$ cat src/hw/lcd_pkg.sv
`default_nettype none

package lcd_pkg;

	localparam int DELAY_MS_W = 8;
	localparam int STEP_W = 6;
	localparam int PRESCALE_W = 14;
	localparam int RST_CNT_W = 12;
	localparam int WR_CNT_W = 2;

	typedef logic [15:0] lcd_word_t;
	typedef logic [7:0] lcd_reg_t;

	localparam logic [PRESCALE_W-1:0] CYCLES_PER_MS = 14'd10000; // 10 MHz clock
	localparam logic [RST_CNT_W-1:0] RST_LOW_CYCLES = 12'd200;
	localparam logic [RST_CNT_W-1:0] RST_WAIT_CYCLES = 12'd2000;
	localparam logic [WR_CNT_W-1:0] WR_SETUP_CYCLES = 2'd2;
	localparam logic [WR_CNT_W-1:0] WR_LOW_CYCLES = 2'd2;
	localparam logic [WR_CNT_W-1:0] WR_HOLD_CYCLES = 2'd2;
	localparam logic [STEP_W-1:0] INIT_LEN = 6'd51; // End entry included

	typedef enum logic [1:0] {
		INIT_REG_WRITE = 2'd0,
		INIT_DELAY = 2'd1,
		INIT_END = 2'd2
	} init_op_e;

	typedef enum logic [7:0] {
		REG_DISPLAY_MODE = 8'h01,
		REG_COL_START_1 = 8'h02,
		REG_COL_START_2 = 8'h03,
		REG_COL_END_1 = 8'h04,
		REG_COL_END_2 = 8'h05,
		REG_ROW_START_1 = 8'h06,
		REG_ROW_START_2 = 8'h07,
		REG_ROW_END_1 = 8'h08,
		REG_ROW_END_2 = 8'h09,
		REG_MEMORY_ACCESS_CONTROL = 8'h16,
		REG_OSC_CONTROL_1 = 8'h17,
		REG_POWER_CONTROL_1 = 8'h19,
		REG_POWER_CONTROL_2 = 8'h1a,
		REG_POWER_CONTROL_3 = 8'h1b,
		REG_POWER_CONTROL_4 = 8'h1c,
		REG_POWER_CONTROL_6 = 8'h1e,
		REG_VCOM_CONTROL = 8'h1f,
		REG_DATA_READ_WRITE = 8'h22, // GRAM write port
		REG_DISPLAY_CONTROL_2 = 8'h24,
		REG_CYCLE_CONTROL_1 = 8'h2b,
		REG_CYCLE_CONTROL_10 = 8'h34,
		REG_CYCLE_CONTROL_11 = 8'h35,
		REG_SOURCE_CONTROL_2 = 8'h3d,
		REG_GAMMA_CONTROL_1 = 8'h3e,
		REG_GAMMA_CONTROL_2 = 8'h3f,
		REG_GAMMA_CONTROL_3 = 8'h40,
		REG_GAMMA_CONTROL_5 = 8'h42,
		REG_GAMMA_CONTROL_6 = 8'h43,
		REG_GAMMA_CONTROL_7 = 8'h44,
		REG_GAMMA_CONTROL_8 = 8'h45,
		REG_GAMMA_CONTROL_9 = 8'h46,
		REG_GAMMA_CONTROL_10 = 8'h47,
		REG_GAMMA_CONTROL_11 = 8'h48,
		REG_GAMMA_CONTROL_12 = 8'h49,
		REG_PANEL_CONTROL = 8'h55,
		REG_TEST_MODE = 8'h83,
		REG_VDDD_CONTROL = 8'h85,
		REG_VGS_RES_CONTROL_1 = 8'h8b,
		REG_VGS_RES_CONTROL_2 = 8'h8c,
		REG_PWM_CONTROL_0 = 8'h91
	} lcd_reg_e;

	typedef enum logic [2:0] {
		SEQ_WAIT_RESET,
		SEQ_INIT_ISSUE,
		SEQ_INIT_DELAY,
		SEQ_IDLE,
		SEQ_SEND_REG,
		SEQ_SEND_DATA,
		SEQ_HOST_ACK
	} seq_state_e;

	typedef enum logic [2:0] {
		PH_IDLE,
		PH_SETUP,
		PH_STROBE,
		PH_HOLD,
		PH_DONE
	} wr_phase_e;

endpackage

`default_nettype wire

$ cat src/hw/lcd_write_if.sv
`timescale 1ns/100ps
`default_nettype none

interface lcd_write_if;

	logic req;
	logic rs; // 0 register address, 1 data
	lcd_pkg::lcd_word_t word;
	logic ack;

	modport seq (output req, output rs, output word, input ack);

	modport bus (input req, input rs, input word, output ack);

endinterface

`default_nettype wire

$ cat src/hw/lcd_reset_gen.sv
`timescale 1ns/100ps
`default_nettype none

module lcd_reset_gen (
	input wire init_commands_clk,
	input wire init_commands_reset,
	output logic lcd_rst,
	output logic panel_ready
);

	logic [lcd_pkg::RST_CNT_W-1:0] rst_cnt;

	// Low phase then recovery phase on one counter
	always_ff @(posedge init_commands_clk or posedge init_commands_reset) begin
		if (init_commands_reset) begin
			rst_cnt <= '0;
			lcd_rst <= 1'b0;
			panel_ready <= 1'b0;
		end else if (!panel_ready) begin
			rst_cnt <= rst_cnt + 1'b1;
			if (rst_cnt == lcd_pkg::RST_LOW_CYCLES - 1'b1) begin
				lcd_rst <= 1'b1; // Release panel reset
			end
			if (rst_cnt == lcd_pkg::RST_LOW_CYCLES + lcd_pkg::RST_WAIT_CYCLES - 1'b1) begin
				panel_ready <= 1'b1;
			end
		end
	end

endmodule

`default_nettype wire

$ cat src/hw/lcd_delay_timer.sv
`timescale 1ns/100ps
`default_nettype none

module lcd_delay_timer (
	input wire init_commands_clk,
	input wire init_commands_reset,
	input wire delay_start,
	input wire [lcd_pkg::DELAY_MS_W-1:0] delay_ms,
	output logic delay_done
);

	logic [lcd_pkg::PRESCALE_W-1:0] pre_cnt;
	logic [lcd_pkg::DELAY_MS_W-1:0] ms_cnt;
	logic busy;
	logic ms_tick;

	assign ms_tick = busy && (pre_cnt == lcd_pkg::CYCLES_PER_MS - 1'b1);

	always_ff @(posedge init_commands_clk or posedge init_commands_reset) begin
		if (init_commands_reset) begin
			pre_cnt <= '0;
			ms_cnt <= '0;
			busy <= 1'b0;
			delay_done <= 1'b0;
		end else begin
			delay_done <= 1'b0;
			if (delay_start) begin
				busy <= 1'b1;
				pre_cnt <= '0;
				ms_cnt <= delay_ms;
			end else if (ms_tick) begin
				pre_cnt <= '0;
				ms_cnt <= ms_cnt - 1'b1;
				if (ms_cnt <= 8'd1) begin // Last millisecond
					busy <= 1'b0;
					delay_done <= 1'b1;
				end
			end else if (busy) begin
				pre_cnt <= pre_cnt + 1'b1;
			end
		end
	end

endmodule

`default_nettype wire

$ cat src/hw/lcd_init_rom.sv
`timescale 1ns/100ps
`default_nettype none

module lcd_init_rom (
	input wire [lcd_pkg::STEP_W-1:0] step,
	output lcd_pkg::init_op_e op,
	output lcd_pkg::lcd_reg_t reg_addr,
	output logic [7:0] value
);

	logic [17:0] entry; // Opcode, register, value or milliseconds

	assign op = lcd_pkg::init_op_e'(entry[17:16]);
	assign reg_addr = entry[15:8];
	assign value = entry[7:0];

	always_comb begin
		case (step)
			6'd0: entry = {lcd_pkg::INIT_REG_WRITE, lcd_pkg::REG_TEST_MODE, 8'h02};
			6'd1: entry = {lcd_pkg::INIT_REG_WRITE, lcd_pkg::REG_VDDD_CONTROL, 8'h03};
			6'd2: entry = {lcd_pkg::INIT_REG_WRITE, lcd_pkg::REG_VGS_RES_CONTROL_1, 8'h01};
			6'd3: entry = {lcd_pkg::INIT_REG_WRITE, lcd_pkg::REG_VGS_RES_CONTROL_2, 8'h93};
			6'd4: entry = {lcd_pkg::INIT_REG_WRITE, lcd_pkg::REG_PWM_CONTROL_0, 8'h01};
			6'd5: entry = {lcd_pkg::INIT_REG_WRITE, lcd_pkg::REG_TEST_MODE, 8'h00};
			6'd6: entry = {lcd_pkg::INIT_REG_WRITE, lcd_pkg::REG_GAMMA_CONTROL_1, 8'hb0}; // Gamma
			6'd7: entry = {lcd_pkg::INIT_REG_WRITE, lcd_pkg::REG_GAMMA_CONTROL_2, 8'h03};
			6'd8: entry = {lcd_pkg::INIT_REG_WRITE, lcd_pkg::REG_GAMMA_CONTROL_3, 8'h10};
			6'd9: entry = {lcd_pkg::INIT_REG_WRITE, lcd_pkg::REG_GAMMA_CONTROL_5, 8'h13};
			6'd10: entry = {lcd_pkg::INIT_REG_WRITE, lcd_pkg::REG_GAMMA_CONTROL_6, 8'h46};
			6'd11: entry = {lcd_pkg::INIT_REG_WRITE, lcd_pkg::REG_GAMMA_CONTROL_7, 8'h23};
			6'd12: entry = {lcd_pkg::INIT_REG_WRITE, lcd_pkg::REG_GAMMA_CONTROL_8, 8'h76};
			6'd13: entry = {lcd_pkg::INIT_REG_WRITE, lcd_pkg::REG_GAMMA_CONTROL_9, 8'h00};
			6'd14: entry = {lcd_pkg::INIT_REG_WRITE, lcd_pkg::REG_GAMMA_CONTROL_10, 8'h5e};
			6'd15: entry = {lcd_pkg::INIT_REG_WRITE, lcd_pkg::REG_GAMMA_CONTROL_11, 8'h4f};
			6'd16: entry = {lcd_pkg::INIT_REG_WRITE, lcd_pkg::REG_GAMMA_CONTROL_12, 8'h40};
			6'd17: entry = {lcd_pkg::INIT_REG_WRITE, lcd_pkg::REG_OSC_CONTROL_1, 8'h91}; // Power on
			6'd18: entry = {lcd_pkg::INIT_REG_WRITE, lcd_pkg::REG_CYCLE_CONTROL_1, 8'hf9};
			6'd19: entry = {lcd_pkg::INIT_DELAY, 8'h00, 8'd10};
			6'd20: entry = {lcd_pkg::INIT_REG_WRITE, lcd_pkg::REG_POWER_CONTROL_3, 8'h14};
			6'd21: entry = {lcd_pkg::INIT_REG_WRITE, lcd_pkg::REG_POWER_CONTROL_2, 8'h11};
			6'd22: entry = {lcd_pkg::INIT_REG_WRITE, lcd_pkg::REG_POWER_CONTROL_4, 8'h06};
			6'd23: entry = {lcd_pkg::INIT_REG_WRITE, lcd_pkg::REG_VCOM_CONTROL, 8'h42};
			6'd24: entry = {lcd_pkg::INIT_DELAY, 8'h00, 8'd20};
			6'd25: entry = {lcd_pkg::INIT_REG_WRITE, lcd_pkg::REG_POWER_CONTROL_1, 8'h0a};
			6'd26: entry = {lcd_pkg::INIT_REG_WRITE, lcd_pkg::REG_POWER_CONTROL_1, 8'h1a};
			6'd27: entry = {lcd_pkg::INIT_DELAY, 8'h00, 8'd40};
			6'd28: entry = {lcd_pkg::INIT_REG_WRITE, lcd_pkg::REG_POWER_CONTROL_1, 8'h12};
			6'd29: entry = {lcd_pkg::INIT_DELAY, 8'h00, 8'd40};
			6'd30: entry = {lcd_pkg::INIT_REG_WRITE, lcd_pkg::REG_POWER_CONTROL_6, 8'h27};
			6'd31: entry = {lcd_pkg::INIT_DELAY, 8'h00, 8'd100};
			6'd32: entry = {lcd_pkg::INIT_REG_WRITE, lcd_pkg::REG_DISPLAY_CONTROL_2, 8'h60}; // Display on
			6'd33: entry = {lcd_pkg::INIT_REG_WRITE, lcd_pkg::REG_SOURCE_CONTROL_2, 8'h40};
			6'd34: entry = {lcd_pkg::INIT_REG_WRITE, lcd_pkg::REG_CYCLE_CONTROL_10, 8'h38};
			6'd35: entry = {lcd_pkg::INIT_REG_WRITE, lcd_pkg::REG_CYCLE_CONTROL_11, 8'h38};
			6'd36: entry = {lcd_pkg::INIT_REG_WRITE, lcd_pkg::REG_DISPLAY_CONTROL_2, 8'h38};
			6'd37: entry = {lcd_pkg::INIT_DELAY, 8'h00, 8'd40};
			6'd38: entry = {lcd_pkg::INIT_REG_WRITE, lcd_pkg::REG_DISPLAY_CONTROL_2, 8'h3c};
			6'd39: entry = {lcd_pkg::INIT_REG_WRITE, lcd_pkg::REG_MEMORY_ACCESS_CONTROL, 8'h1c};
			6'd40: entry = {lcd_pkg::INIT_REG_WRITE, lcd_pkg::REG_DISPLAY_MODE, 8'h06};
			6'd41: entry = {lcd_pkg::INIT_REG_WRITE, lcd_pkg::REG_PANEL_CONTROL, 8'h00};
			6'd42: entry = {lcd_pkg::INIT_REG_WRITE, lcd_pkg::REG_COL_START_1, 8'h00}; // Window 240x400
			6'd43: entry = {lcd_pkg::INIT_REG_WRITE, lcd_pkg::REG_COL_START_2, 8'h00};
			6'd44: entry = {lcd_pkg::INIT_REG_WRITE, lcd_pkg::REG_COL_END_1, 8'h00};
			6'd45: entry = {lcd_pkg::INIT_REG_WRITE, lcd_pkg::REG_COL_END_2, 8'hef};
			6'd46: entry = {lcd_pkg::INIT_REG_WRITE, lcd_pkg::REG_ROW_START_1, 8'h00};
			6'd47: entry = {lcd_pkg::INIT_REG_WRITE, lcd_pkg::REG_ROW_START_2, 8'h00};
			6'd48: entry = {lcd_pkg::INIT_REG_WRITE, lcd_pkg::REG_ROW_END_1, 8'h01};
			6'd49: entry = {lcd_pkg::INIT_REG_WRITE, lcd_pkg::REG_ROW_END_2, 8'h8f};
			default: entry = {lcd_pkg::INIT_END, 8'h00, 8'h00};
		endcase
	end

endmodule

`default_nettype wire

$ cat src/hw/lcd_bus_writer.sv
`timescale 1ns/100ps
`default_nettype none

module lcd_bus_writer (
	input wire init_commands_clk,
	input wire init_commands_reset,
	lcd_write_if.bus wr,
	output logic lcd_cs,
	output logic lcd_rs,
	output logic lcd_wr,
	output lcd_pkg::lcd_word_t lcd_db
);

	lcd_pkg::wr_phase_e phase;
	logic [lcd_pkg::WR_CNT_W-1:0] phase_cnt;

	always_ff @(posedge init_commands_clk or posedge init_commands_reset) begin
		if (init_commands_reset) begin
			phase <= lcd_pkg::PH_IDLE;
			phase_cnt <= '0;
			lcd_cs <= 1'b1;
			lcd_rs <= 1'b0;
			lcd_wr <= 1'b1;
			lcd_db <= '0;
			wr.ack <= 1'b0;
		end else begin
			case (phase)
				lcd_pkg::PH_IDLE: begin
					if (wr.req) begin
						phase <= lcd_pkg::PH_SETUP;
						phase_cnt <= lcd_pkg::WR_SETUP_CYCLES - 1'b1;
						lcd_cs <= 1'b0;
						lcd_rs <= wr.rs;
						lcd_db <= wr.word;
					end
				end
				lcd_pkg::PH_SETUP: begin
					if (phase_cnt == '0) begin
						phase <= lcd_pkg::PH_STROBE;
						phase_cnt <= lcd_pkg::WR_LOW_CYCLES - 1'b1;
						lcd_wr <= 1'b0;
					end else begin
						phase_cnt <= phase_cnt - 1'b1;
					end
				end
				lcd_pkg::PH_STROBE: begin
					if (phase_cnt == '0) begin
						phase <= lcd_pkg::PH_HOLD;
						phase_cnt <= lcd_pkg::WR_HOLD_CYCLES - 1'b1;
						lcd_wr <= 1'b1; // Panel latches data here
					end else begin
						phase_cnt <= phase_cnt - 1'b1;
					end
				end
				lcd_pkg::PH_HOLD: begin
					if (phase_cnt == '0) begin
						phase <= lcd_pkg::PH_DONE;
						lcd_cs <= 1'b1;
						wr.ack <= 1'b1;
					end else begin
						phase_cnt <= phase_cnt - 1'b1;
					end
				end
				lcd_pkg::PH_DONE: begin
					if (!wr.req) begin
						phase <= lcd_pkg::PH_IDLE;
						wr.ack <= 1'b0;
					end
				end
				default: phase <= lcd_pkg::PH_IDLE;
			endcase
		end
	end

endmodule

`default_nettype wire

$ cat src/hw/lcd_sequencer.sv
`timescale 1ns/100ps
`default_nettype none

module lcd_sequencer (
	input wire init_commands_clk,
	input wire init_commands_reset,
	input wire panel_ready,
	input wire host_req,
	input wire host_is_cmd,
	input wire lcd_pkg::lcd_reg_t host_reg,
	input wire lcd_pkg::lcd_word_t host_data,
	output logic host_ack,
	output logic init_done,
	output logic [lcd_pkg::STEP_W-1:0] step,
	input wire lcd_pkg::init_op_e op,
	input wire lcd_pkg::lcd_reg_t reg_addr,
	input wire [7:0] value,
	output logic delay_start,
	output logic [lcd_pkg::DELAY_MS_W-1:0] delay_ms,
	input wire delay_done,
	lcd_write_if.seq wr
);

	lcd_pkg::seq_state_e state;
	lcd_pkg::lcd_word_t data_q;
	logic [lcd_pkg::STEP_W-1:0] step_next;
	logic load_init;
	logic load_host;
	logic word_done;

	// Step stays on the end entry
	assign step_next = (step == lcd_pkg::INIT_LEN - 1'b1) ? step : step + 1'b1;
	assign load_init = (state == lcd_pkg::SEQ_INIT_ISSUE) && (op == lcd_pkg::INIT_REG_WRITE);
	assign load_host = (state == lcd_pkg::SEQ_IDLE) && host_req;
	assign word_done = !wr.req && !wr.ack;

	always_ff @(posedge init_commands_clk) begin
		if (load_init) begin
			data_q <= {8'h00, value};
		end else if (load_host) begin
			data_q <= host_data;
		end
	end

	always_ff @(posedge init_commands_clk or posedge init_commands_reset) begin
		if (init_commands_reset) begin
			state <= lcd_pkg::SEQ_WAIT_RESET;
			step <= '0;
			host_ack <= 1'b0;
			init_done <= 1'b0;
			delay_start <= 1'b0;
			delay_ms <= '0;
			wr.req <= 1'b0;
			wr.rs <= 1'b0;
			wr.word <= '0;
		end else begin
			delay_start <= 1'b0;
			case (state)
				lcd_pkg::SEQ_WAIT_RESET: begin
					if (panel_ready) begin
						state <= lcd_pkg::SEQ_INIT_ISSUE;
					end
				end
				lcd_pkg::SEQ_INIT_ISSUE: begin
					case (op)
						lcd_pkg::INIT_REG_WRITE: begin
							wr.req <= 1'b1;
							wr.rs <= 1'b0;
							wr.word <= {8'h00, reg_addr};
							state <= lcd_pkg::SEQ_SEND_REG;
						end
						lcd_pkg::INIT_DELAY: begin
							delay_start <= 1'b1;
							delay_ms <= value; // Milliseconds in value field
							state <= lcd_pkg::SEQ_INIT_DELAY;
						end
						default: begin
							init_done <= 1'b1;
							state <= lcd_pkg::SEQ_IDLE;
						end
					endcase
				end
				lcd_pkg::SEQ_INIT_DELAY: begin
					if (delay_done) begin
						step <= step_next;
						state <= lcd_pkg::SEQ_INIT_ISSUE;
					end
				end
				lcd_pkg::SEQ_IDLE: begin
					if (host_req) begin
						wr.req <= 1'b1;
						wr.rs <= 1'b0;
						wr.word <= {8'h00, host_is_cmd ? host_reg : lcd_pkg::REG_DATA_READ_WRITE};
						state <= lcd_pkg::SEQ_SEND_REG;
					end
				end
				lcd_pkg::SEQ_SEND_REG: begin
					if (wr.req && wr.ack) begin
						wr.req <= 1'b0;
					end else if (word_done) begin
						wr.req <= 1'b1;
						wr.rs <= 1'b1;
						wr.word <= data_q;
						state <= lcd_pkg::SEQ_SEND_DATA;
					end
				end
				lcd_pkg::SEQ_SEND_DATA: begin
					if (wr.req && wr.ack) begin
						wr.req <= 1'b0;
					end else if (word_done && init_done) begin
						host_ack <= 1'b1;
						state <= lcd_pkg::SEQ_HOST_ACK;
					end else if (word_done) begin
						step <= step_next;
						state <= lcd_pkg::SEQ_INIT_ISSUE;
					end
				end
				lcd_pkg::SEQ_HOST_ACK: begin
					if (!host_req) begin
						host_ack <= 1'b0;
						state <= lcd_pkg::SEQ_IDLE;
					end
				end
				default: state <= lcd_pkg::SEQ_WAIT_RESET;
			endcase
		end
	end

endmodule

`default_nettype wire

$ cat src/hw/hx8352_controller.sv
`timescale 1ns/100ps
`default_nettype none

module hx8352_controller (
	input wire init_commands_clk,
	input wire init_commands_reset,
	input wire host_req,
	input wire host_is_cmd,
	input wire lcd_pkg::lcd_reg_t host_reg,
	input wire lcd_pkg::lcd_word_t host_data,
	output logic host_ack,
	output logic init_done,
	output logic lcd_rst,
	output logic lcd_cs,
	output logic lcd_rs,
	output logic lcd_wr,
	output lcd_pkg::lcd_word_t lcd_db
);

	logic panel_ready;
	logic delay_start;
	logic delay_done;
	logic [lcd_pkg::DELAY_MS_W-1:0] delay_ms;
	logic [lcd_pkg::STEP_W-1:0] step;
	lcd_pkg::init_op_e op;
	lcd_pkg::lcd_reg_t reg_addr;
	logic [7:0] value;

	lcd_write_if wr_if ();

	lcd_reset_gen lcd_reset_gen_i (
		.init_commands_clk(init_commands_clk),
		.init_commands_reset(init_commands_reset),
		.lcd_rst(lcd_rst),
		.panel_ready(panel_ready)
	);

	lcd_delay_timer lcd_delay_timer_i (
		.init_commands_clk(init_commands_clk),
		.init_commands_reset(init_commands_reset),
		.delay_start(delay_start),
		.delay_ms(delay_ms),
		.delay_done(delay_done)
	);

	lcd_init_rom lcd_init_rom_i (
		.step(step),
		.op(op),
		.reg_addr(reg_addr),
		.value(value)
	);

	lcd_sequencer lcd_sequencer_i (
		.init_commands_clk(init_commands_clk),
		.init_commands_reset(init_commands_reset),
		.panel_ready(panel_ready),
		.host_req(host_req),
		.host_is_cmd(host_is_cmd),
		.host_reg(host_reg),
		.host_data(host_data),
		.host_ack(host_ack),
		.init_done(init_done),
		.step(step),
		.op(op),
		.reg_addr(reg_addr),
		.value(value),
		.delay_start(delay_start),
		.delay_ms(delay_ms),
		.delay_done(delay_done),
		.wr(wr_if.seq)
	);

	lcd_bus_writer lcd_bus_writer_i (
		.init_commands_clk(init_commands_clk),
		.init_commands_reset(init_commands_reset),
		.wr(wr_if.bus),
		.lcd_cs(lcd_cs),
		.lcd_rs(lcd_rs),
		.lcd_wr(lcd_wr),
		.lcd_db(lcd_db)
	);

endmodule

`default_nettype wire

$ cat config.mk
export PLATFORM = sky130hd
export DESIGN_NAME = hx8352_controller
export DESIGN_NICKNAME = d
export VERILOG_FILES = /design/src/hw/lcd_pkg.sv /design/src/hw/lcd_write_if.sv /design/src/hw/lcd_reset_gen.sv /design/src/hw/lcd_delay_timer.sv /design/src/hw/lcd_init_rom.sv /design/src/hw/lcd_bus_writer.sv /design/src/hw/lcd_sequencer.sv /design/src/hw/hx8352_controller.sv
export SDC_FILE = /design/constraint.sdc
export NUM_CORES = 1
export LEC_CHECK = 0
export BUFFER_PORTS_ARGS = -buffer_cell sky130_fd_sc_hd__buf_2
export CAP_MARGIN = 25
export CORE_MARGIN = 5
export CORE_UTILIZATION = 35
export CTS_BUF_LIST = sky130_fd_sc_hd__clkbuf_4 sky130_fd_sc_hd__clkbuf_8 sky130_fd_sc_hd__clkbuf_16
export DETAILED_ROUTE_END_ITERATION = 10
export GPL_TIMING_DRIVEN = 0
export PLACE_DENSITY = 0.59
export REMOVE_ABC_BUFFERS = 1
export SLEW_MARGIN = 10
export SYNTH_ARGS = -nofsm -noshare
export SYNTH_HDL_FRONTEND = slang
export SYNTH_SLANG_ARGS = --single-unit
$ cat constraint.sdc
create_clock -name init_commands_clk -period 3.8 [get_ports init_commands_clk]
set_input_delay 0 -clock init_commands_clk [delete_from_list [all_inputs] [get_ports init_commands_clk]]
set_output_delay 0 -clock init_commands_clk [all_outputs]
set_load 0.05 [all_outputs]
==> results of run 1 <==
-- area by class of cell --
cell class,count,area (um^2),area share [%]
repair buffers,72,510,6.54
multi-input cells,481,3340,42.8
flip-flops and latches,117,2940,37.6
clock inverters,11,126,1.62
well taps,234,293,3.75
clock buffers,21,468,6.00
inverters,33,129,1.65
-- synth_stat cells (5+ instances only) --
cell,n
a211oi_1,5
a21oi_1,37
a22oi_1,6
and2_1,5
and3_1,7
buf_2,15
buf_6,12
clkbuf_1,8
dfrtp_1,99
dfxtp_1,8
edfxtp_1,8
ha_1,13
inv_1,29
mux2_1,10
mux2_2,29
mux2i_1,15
nand2_1,70
nand2b_1,17
nand3_1,15
nand4_1,7
nor2_1,45
nor2b_1,13
nor3_1,11
nor4_1,5
o211ai_1,5
o21ai_0,28
o21ai_1,8
o22ai_1,7
xnor2_1,24
xor2_1,13
-- cell families after synthesis --
group / count (synthesis) / share of synthesized area, %
and+or+nand+nor: 231 / 19.2
AOI/OAI and AO/OA: 146 / 14.7
adders and majority gates: 13 / 2.44
xor gates and xnor gates: 37 / 4.87
buffers and inverters: 73 / 5.92
DFF: 117 / 44.0
muxes: 54 / 8.85
-- critical path, cell delays in order (launching register included) --
cell      delay, ns
dfrtp_4        0.74
clkinv_1       0.45
ha_1           0.38
a32oi_1        0.17
nor2_1         0.11
o21ai_1        0.21
and2_1         0.67
mux2_1         0.41
-- routing by layer --
layer / vias up / routed length (um)
li1: 2504 / -
met1: 2486 / 7100
met2: 169 / 7370
met3: 37 / 870
met4: 0 / 520
met5: - / 0
-- where the power goes --
part	switching (mW)	internal, mW
clock network	0.574	1.01
registers	0.513	1.62
logic	1.57	1.09
total	2.65	3.73
-- through the flow --
step                hold WS, ns  TNS (ns)  std cells  util, %
global route             0.0703         0        969     41.7
global placement          0.258    -23.30        914     37.0
finish                   0.0366         0        969     41.7
detailed placement       0.0523         0        915     37.3
floorplan                 0.136         0        631        -
CTS                      0.0145         0        968     41.6
-- what timing repair did --
| action | in CTS | in global routing |
|---|---|---|
| gates resized for setup | 0 | 1 |
| endpoints found under the hold margin | 65 | 0 |
| hold buffers | 21 | 0 |
| setup endpoints to repair | 0 | 3 |
-- flip-flops by register name, summed over array words and instances, names as in the netlist, 2 cells and up --
register / cells
lcd_bus_writer_i.lcd_db: 16
lcd_bus_writer_i.phase: 3
lcd_bus_writer_i.phase_cnt: 2
lcd_delay_timer_i.ms_cnt: 8
lcd_delay_timer_i.pre_cnt: 14
lcd_reset_gen_i.rst_cnt: 12
lcd_sequencer_i.data_q: 16
lcd_sequencer_i.delay_ms: 8
lcd_sequencer_i.state: 3
lcd_sequencer_i.step: 6
lcd_sequencer_i.wr.word: 16
-- worst min path at each step --
| stage | cells after the start | from | slack, ns | to |
|---|---|---|---|---|
| detailed placement | 2 | init_commands_reset | 0.05 | lcd_bus_writer_i.lcd_db[3] |
| CTS | 5 | host_req | 0.01 | lcd_sequencer_i.host_ack |
| finish | 5 | host_req | 0.04 | lcd_sequencer_i.host_ack |
| global route | 4 | host_reg[2] | 0.07 | lcd_sequencer_i.wr.word[2] |
| global placement | 3 | host_data[13] | 0.26 | lcd_sequencer_i.data_q[13] |
| floorplan | 2 | host_data[10] | 0.14 | lcd_sequencer_i.data_q[10] |
==> flow_summary_export.csv, run 1 <==
group,metric,value,unit
outcome,status,"completed",
global_route,gr-usage-all-layers,14.9,%
detailed_routing,wl_per_cell,16.4,um
finish,design_area,7800,um^2
finish,synthToLayoutAreaGrowth,17.2,%
sta,setup_violations,0,
synth,ys_seq_elements,117,
synth,yosysWarnings,0,
placement,place_ws,0.199,ns
global_route,met2_usage,23.4,%
setup_path,cp-end-kind,"register",
sta,fmax,0.291,GHz
detailed_routing,drc,0,
cts,ctsHtreeMaxLevel,4,
finish,final_common_cell,"dfrtp_1",
detailed_routing,ant_nets,0,
floorplanning,dieHeight,148,um
floorplanning,std_cell_rows,50,
placement,dp_hpwl,10800,um
floorplanning,die_area,21900,um^2
setup_path,cp_data_required_time,3.95,ns
setup_path,worstSetupPathType,"reg -> reg",
cts,cts_inserted_buffers,17,
cts,cts_tree,"built",
setup_path,timing.rr.end,"lcd_sequencer_i.data_q[7]",
finish,num_antenna_cells,0,
detailed_routing,vias_per_cell,5.36,
placement,portBuffers,49,
synth,netlist.top_cell.by_area,"dfrtp_1",
setup_path,ff2ff_path_depth,7,
setup_path,crit_path_end,"lcd_sequencer_i.data_q[7]",
synth,syn_area_per_cell,9.92,um^2
floorplanning,initial_core_util,35.6,%
floorplanning,pin_count,50,
synth,yosysSeqAreaShare,44.0,%
placement,gp_congestion,0.908,
finish,nets,763,
setup_path,start_kind,"register",
sta,drv_slew,0,
cts,clock-sinks,117,
detailed_routing,first_iter_violations,346,
sta,rsz0062_at_grt,"no",
global_route,globalRouteMet3Util,3.71,%
finish,nFillCells,1834,
sta,period_needed,3.43,ns
power,p_per_area,818,nW/um^2
global_route,gr-total-overflow,0,
synth,synth-edff-count,8,
power,finalPower,6.38,mW
global_route,antenna_found_initial,0,
synth,synth_area,6660,um^2
cts,insertion_delay,0.42,ns
cts,root_buffer,"clkbuf_16",
synth,yosys-top-cells-area,"dfrtp_1 (37%), mux2_2 (4.9%), nand2_1 (3.9%), edfxtp_1 (3.6%), xnor2_1 (3.2%)",
synth,async_flop_share,86.3,%
setup_path,crit_start,"lcd_sequencer_i.step[2]",
sta,finalCritPeriodShare,90.3,%
worst_hold_path,min_path_type,"in -> reg",
setup_path,reg2reg_slack,0.37,ns
global_route,grt_pass1_wl,26100,um
cts,path_clk_slew,0.05,ns
cts,cts_buffer_depth,2,
placement,placed_cell_area,6970,um^2
synth,synthFlopType,"dfrtp_1",
sta,relSlewSlack,38.2,%
sta,worstMarginPinSlew,0.926,ns
detailed_routing,dr_total_vias,5196,
setup_path,r2r-start,"lcd_sequencer_i.step[2]",
floorplanning,die_w,148,um
global_route,use_met1,19.4,%
detailed_routing,dr.pass1.iters,5,
synth,ys_types,86,
global_route,grt_pass1_vias,5059,
global_route,top_usage_layer,"met2",
detailed_routing,wirelength,15900,um
synth,synth_top_area_share,37.2,%
floorplanning,core_area,18700,um^2
synth,syn_inst,671,
power,max-vdd-ir-drop,334,uV
sta,fin_skew,0.0108,ns
setup_path,arrival,3.58,ns
power,p_leak,3.38,nW
sta,hold_viol_final,0,
finish,layout_common_cells,"dfrtp_1 (97), nand2_1 (70), buf_2 (49)",
finish,drive_gt1_share,20.0,%
global_route,grt_max_degree,57,
flow_run,cap_violations,0,
cts,cts_setup_buffers,0,
sta,worst_slack,0.369,ns
setup_path,crit_path_max_fanout,48,
Note: power is estimated with default switching activity, not from simulation.
==> run 2, diff against run 1 <==
--- a/config.mk
+++ b/config.mk
@@ -17,4 +17,5 @@
 export SLEW_MARGIN = 10
 export SYNTH_ARGS = -nofsm -noshare
 export SYNTH_HDL_FRONTEND = slang
+export SYNTH_HIERARCHICAL = 1
 export SYNTH_SLANG_ARGS = --single-unit
==> run 2 against run 1 <==
Against the previous run:
- worst hold slack improved by 0.0070 ns
- area after synthesis rose by 3.8%
- clock skew rose by 0.00063 ns
- die area rose by 3.6%
- critical path type unchanged
- largest cell class unchanged
==> flow_summary_export.csv, run 2 <==
group,metric,value,unit
outcome,status,"completed",
cts,cts_inserted_buffers,17,
sta,timing.hold.ws,0.0435,ns
detailed_routing,vias_per_cell,5.23,
synth,synth_area,6910,um^2
finish,synthToLayoutAreaGrowth,18.7,%
setup_path,worstSetupPathType,"reg -> reg",
power,comb_power_share,2.7,%
synth,yosysSeqAreaShare,42.4,%
synth,ys_types,89,
setup_path,reg2reg_slack,0.31,ns
sta,rsz0062_at_grt,"no",
power,power.switching,0.576,mW
cts,cts_tree,"built",
detailed_routing,first_iter_violations,593,
synth,netlist.top_cell.by_area,"dfrtp_1",
synth,syn_area_per_cell,9.85,um^2
synth,yosysMostFrequentCell,"dfrtp_1",
global_route,grt_max_degree,50,
global_route,gr-usage-all-layers,14.9,%
finish,nFillCells,1867,
synth,yosysWarnings,6,
detailed_routing,drc,0,
sta,finalCritPeriodShare,91.9,%
sta,fmax,0.286,GHz
finish,stdcell_count,1037,
setup_path,cp-end-kind,"register",
placement,place_ws,-0.0947,ns
power,finalPower,2.82,mW
synth,yosys-top-cells-area,"dfrtp_1 (36%), mux2_2 (4.9%), edfxtp_1 (3.5%), ha_1 (3.3%), nand2_1 (2.9%)",
sta,worst_slack,0.307,ns
sta,period_needed,3.49,ns
detailed_routing,dr_total_vias,5428,
floorplanning,std_cell_rows,51,
flow_run,cap_violations,0,
synth,synth_common_cells,"dfrtp_1 (99), nand2_1 (54), nor2_1 (41)",
floorplanning,pin_count,50,
sta,drv_slew,0,
global_route,grt_pass1_vias,4993,
synth,syn_inst,702,
setup_path,crit_path_max_fanout,22,
setup_path,cp_data_required_time,4.09,ns
detailed_routing,dr.pass1.iters,6,
detailed_routing,ant_nets,0,
power,p_sw_share,20.4,%
placement,placed_cell_area,7330,um^2
floorplanning,die_area,22700,um^2
power,p_int,2.24,mW
cts,root_buffer,"clkbuf_16",
finish,largestRegisters,"lcd_bus_writer_i/lcd_db (16), lcd_sequencer_i/data_q (16), lcd_sequencer_i/wr.word (16)",
cts,path_clk_slew,0.06,ns
placement,portBuffers,49,
cts,ctsHtreeMaxLevel,4,
placement,place_inst,977,
synth,async_flop_share,86.3,%
synth,synth_top_area_share,35.8,%
placement,gp_congestion,0.854,
global_route,gr-total-overflow,0,
sta,relSlewSlack,37.6,%
power,p_leak,3.59,nW
cts,clock-sinks,117,
sta,setup_violations,0,
floorplanning,core_area,19500,um^2
floorplanning,initial_core_util,35.5,%
power,p_per_area,344,nW/um^2
finish,num_antenna_cells,0,
placement,dp_hpwl,11300,um
detailed_routing,wirelength,16200,um
setup_path,start_kind,"register",
setup_path,ff2ff_path_depth,11,
floorplanning,die_w,151,um
detailed_routing,wl_per_cell,15.6,um
finish,drive_gt1_share,21.1,%
synth,ys_seq_elements,117,
power,power_frac_seq,44.6,%
finish,design_area,8210,um^2
synth,synthFlopType,"dfrtp_1",
sta,hold_viol_final,0,
floorplanning,dieHeight,151,um
cts,insertion_delay,0.42,ns
finish,nets,805,
finish,layout_common_cells,"dfrtp_1 (98), nand2_1 (54), buf_2 (49)",
cts,cts_buffer_depth,2,
finish,final_common_cell,"dfrtp_1",
power,pwr-share-clk,52.7,%
setup_path,arrival,3.79,ns
worst_hold_path,min_path_type,"in -> reg",
worst_hold_path,holdPathStages,4,
sta,fin_skew,0.0114,ns
global_route,grt_pass1_wl,26600,um
sta,worstMarginPinSlew,0.936,ns
synth,synth-edff-count,8,
power,max-vdd-ir-drop,228,uV
global_route,antenna_found_initial,0,
[run 2: cell count changes after synthesis, moves of 6 or more]
| cell | delta |
|---|---|
| clkbuf_1 | +6 |
| a31oi_1 | +10 |
| o21ai_1 | +8 |
| inv_1 | +7 |
| nand2b_1 | +6 |
| mux2i_1 | -9 |
| mux2_4 | +10 |
| o21ai_0 | +7 |
| nand2_1 | -16 |
| a21boi_0 | +8 |
[run 2: path summary, 6_finish.rpt]
check / endpoint / from
worst min-delay path: lcd_sequencer_i/wr.word[2] / host_reg[2]
min in group asynchronous: lcd_sequencer_i/wr.word[13] / init_commands_reset
max in group asynchronous: lcd_bus_writer_i/lcd_wr / init_commands_reset
worst max register to register: lcd_sequencer_i/wr.rs / lcd_sequencer_i/step[1]
worst max-delay path: lcd_sequencer_i/wr.rs / lcd_sequencer_i/step[1]
worst min register to register: lcd_sequencer_i/data_q[12] / lcd_sequencer_i/data_q[12]
[run 2: layout make-up]
cell class	count	area (um^2)	share of cell area, %
clock buffers	28	532	6.48
clock inverters	4	22.5	0.274
inverters	37	139	1.69
multi-input cells	503	3560	43.4
flip-flops and latches	117	2930	35.7
well taps	265	332	4.04
repair buffers	83	686	8.35
[run 2: kinds of logic (layout without fill, tap and decap cells)]
group | Yosys count | count (layout) | synth area share (%)
mux | 52 | 52 | 8.90
simple gates | 224 | 224 | 18.3
flops | 117 | 117 | 42.4
buf+inv | 82 | 152 | 6.17
fa+ha+maj | 18 | 18 | 3.26
xor+xnor | 29 | 29 | 3.67
compound gates | 180 | 180 | 17.3
[run 2: timing repair]
action	4_1_cts	5_1_grt
hold buffers	23	0
pin swaps	1	0
endpoints found under the setup margin	9	15
gates resized for setup	0	1
setup buffers	3	0
hold endpoints to repair	121	0
[run 2: per-stage QoR]
stage | util [%] | setup TNS [ns]
finish | 42.2 | 0
CTS | 41.9 | 0
global route | 42.2 | 0
global placement | 37.0 | -10.13
detailed placement | 37.6 | -0.754
floorplan | - | 0
[run 2: layer usage]
metal | wire length, um | up-vias | track usage [%]
li1 | - | 2666 | -
met2 | 7390 | 142 | 22.5
met3 | 801 | 19 | 3.34
met5 | 0 | - | 0
met4 | 270 | 0 | 5.35
met1 | 7760 | 2601 | 20.8
[run 2: power by group through the flow]
stage	Combinational (mW)	Clock, mW	Sequential [mW]
finish	0.0762	1.49	1.26
global route	0.0860	1.58	1.26
CTS	0.0754	1.52	1.26
detailed placement	0.0566	0	1.28
global placement	0.0514	0	1.28
floorplan	0.0213	0	1.28
[run 2: worst max-delay path, stage by stage (launching register included)]
cell	delay (ns)
dfrtp_1	0.68
inv_1	0.36
ha_1	0.50
nand2_1	0.12
or2_2	0.33
o21a_1	0.12
o22ai_2	0.29
o21bai_1	0.10
a21oi_1	0.25
nor2b_2	0.11
buf_8	0.17
mux2_1	0.31
==> run 3, diff against run 2 <==
--- a/config.mk
+++ b/config.mk
@@ -12,10 +12,10 @@
 export CTS_BUF_LIST = sky130_fd_sc_hd__clkbuf_4 sky130_fd_sc_hd__clkbuf_8 sky130_fd_sc_hd__clkbuf_16
 export DETAILED_ROUTE_END_ITERATION = 10
 export GPL_TIMING_DRIVEN = 0
-export PLACE_DENSITY = 0.59
+export PLACE_DENSITY = 0.61
 export REMOVE_ABC_BUFFERS = 1
+export SKIP_LAST_GASP = 1
 export SLEW_MARGIN = 10
 export SYNTH_ARGS = -nofsm -noshare
 export SYNTH_HDL_FRONTEND = slang
-export SYNTH_HIERARCHICAL = 1
 export SYNTH_SLANG_ARGS = --single-unit
==> constraint.sdc (replaced) <==
create_clock -name init_commands_clk -period 3.2 [get_ports init_commands_clk]
set_input_delay 0 -clock init_commands_clk [delete_from_list [all_inputs] [get_ports init_commands_clk]]
set_output_delay 0 -clock init_commands_clk [all_outputs]
set_load 0.05 [all_outputs]
==> run 3 against run 2 <==
Against the previous run:
- via count down 6.1%
- core utilization is 0.35 points lower
- critical path depth shrank 4
- sequential power is 99% higher
- non-clock buffer count is 12 lower
- largest power group is now combinational cells
==> flow_summary_export.csv, run 3 (same netlist as run 1, synthesis figures left out) <==
group,metric,value,unit
outcome,status,"completed",
global_route,grt_pass1_wl,26000,um
sta,fin_skew,0.0168,ns
cts,clock-sinks,117,
detailed_routing,ant_nets,0,
sta,fmax,0.337,GHz
placement,gp_congestion,0.916,
setup_path,crit_path_end,"lcd_sequencer_i.data_q[7]",
sta,hold_viol_final,0,
sta,period_needed,2.97,ns
finish,synthToLayoutAreaGrowth,17.5,%
worst_hold_path,min_path_type,"in -> reg",
power,p_per_area,977,nW/um^2
setup_path,ff2ff_path_depth,7,
setup_path,crit_start,"lcd_sequencer_i.step[0]",
setup_path,arrival,3.13,ns
sta,rsz0062_at_grt,"no",
power,p_leak,3.39,nW
setup_path,worstSetupPathType,"reg -> reg",
finish,nets,762,
finish,drive_gt1_share,20.7,%
global_route,gr-usage-all-layers,14.9,%
power,max-vdd-ir-drop,509,uV
setup_path,cp_data_required_time,3.36,ns
setup_path,reg2reg_slack,0.23,ns
global_route,grt_max_degree,71,
detailed_routing,wirelength,15700,um
flow_run,cap_violations,0,
floorplanning,die_area,21900,um^2
detailed_routing,dr.pass1.iters,5,
cts,ctsHtreeMaxLevel,4,
detailed_routing,drc,0,
sta,drv_slew,0,
cts,root_buffer,"clkbuf_16",
global_route,grt_pass1_vias,4991,
placement,dp_hpwl,10600,um
cts,cts_buffer_depth,2,
sta,worstMarginPinSlew,0.846,ns
sta,finalCritPeriodShare,92.8,%
finish,design_area,7820,um^2
power,finalPower,7.65,mW
detailed_routing,dr_total_vias,5097,
setup_path,timing.rr.end,"lcd_sequencer_i.data_q[7]",
detailed_routing,wl_per_cell,16.2,um
floorplanning,die_w,148,um
setup_path,r2r-start,"lcd_sequencer_i.step[0]",
finish,final_common_cell,"dfrtp_1",
global_route,gr-total-overflow,0,
floorplanning,std_cell_rows,50,
floorplanning,dieHeight,148,um
sta,relSlewSlack,43.6,%
finish,seq_area,2940,um^2
cts,cts_inserted_buffers,17,
cts,path_clk_slew,0.05,ns
setup_path,crit_path_max_fanout,16,
cts,insertion_delay,0.43,ns
placement,portBuffers,49,
detailed_routing,first_iter_violations,360,
finish,largestRegisters,"lcd_bus_writer_i.lcd_db (16), lcd_sequencer_i.data_q (16), lcd_sequencer_i.wr.word (16)",
sta,setup_violations,0,
cts,cts_tree,"built",
finish,multiInputGateArea,3350,um^2
floorplanning,core_area,18700,um^2
sta,setup_tns,0,ns
floorplanning,initial_core_util,35.6,%
worst_hold_path,holdPathStages,3,
global_route,antenna_found_initial,0,
finish,nFillCells,1844,
finish,num_antenna_cells,0,
finish,layout_common_cells,"dfrtp_1 (96), nand2_1 (70), buf_2 (49)",
setup_path,start_kind,"register",
detailed_routing,vias_per_cell,5.27,
floorplanning,pin_count,50,
setup_path,cp-end-kind,"register",
placement,placed_cell_area,6970,um^2
run 3: cell types whose count changed in the layout (fill, tap and decap cells not counted), sizes merged, moves of 6 or more:
cell	delta
nand2b	-6
buf	-9
nand2	+16
o21ai	-13
a21boi	-8
mux2i	+9
a31oi	-11
mux2	-7
run 3: layout make-up:
| cell class | instances | share of cell area, % |
|---|---|---|
| repair buffers | 71 | 6.59 |
| inverters | 33 | 1.70 |
| clock buffers | 22 | 6.08 |
| well taps | 234 | 3.74 |
| multi-input cells | 481 | 42.8 |
| flip-flops and latches | 117 | 37.5 |
| clock inverters | 10 | 1.55 |
run 3: per-layer routing:
metal | GRT usage [%] | up-vias | wire length (um)
li1 | - | 2498 | -
met1 | 21.2 | 2405 | 7550
met2 | 21.8 | 173 | 6910
met3 | 4.08 | 21 | 945
met4 | 5.31 | 0 | 295
met5 | 0 | - | 0
run 3: critical path, stage by stage (launching register included):
cell	delay, ns
dfrtp_1	0.62
inv_1	0.30
ha_2	0.54
nand2b_4	0.09
a32o_1	0.27
o21ai_1	0.17
and2_4	0.35
mux2_1	0.36
run 3: repair_timing:
action	CTS	global route
hold endpoints to repair	117	0
setup buffers	0	1
gates resized for setup	2	4
hold buffers	19	0
endpoints found under the setup margin	16	8
run 3: worst min path at each step:
stage / end / slack, ns / start
after floorplan: lcd_sequencer_i.data_q[10] / 0.14 / host_data[10]
after global placement: lcd_sequencer_i.data_q[11] / 0.26 / host_data[11]
after detailed placement: lcd_bus_writer_i.lcd_db[11] / 0.0002 / init_commands_reset
after CTS: lcd_sequencer_i.data_q[0] / 0.004 / host_data[0]
after global routing: lcd_sequencer_i.data_q[0] / 0.01 / host_data[0]
final: lcd_sequencer_i.data_q[3] / 0.02 / host_data[3]
run 3: through the flow:
step           util [%]  hold WS (ns)  setup WS (ns)  cells
2_1_floorplan         -         0.136        -0.0966    631
3_3_place_gp       37.0         0.256          -1.19    914
3_5_place_dp       37.3      0.000238         -0.474    915
4_1_cts            41.5       0.00357         0.0378    966
5_1_grt            41.8        0.0138          0.122    968
6_report           41.8        0.0176          0.231    968
run 3: power by group:
group	total, mW	internal (mW)	leakage (nW)	switching, mW
clock network	1.92	1.22	0.292	0.701
logic	3.22	1.33	1.64	1.89
registers	2.51	1.93	1.46	0.578
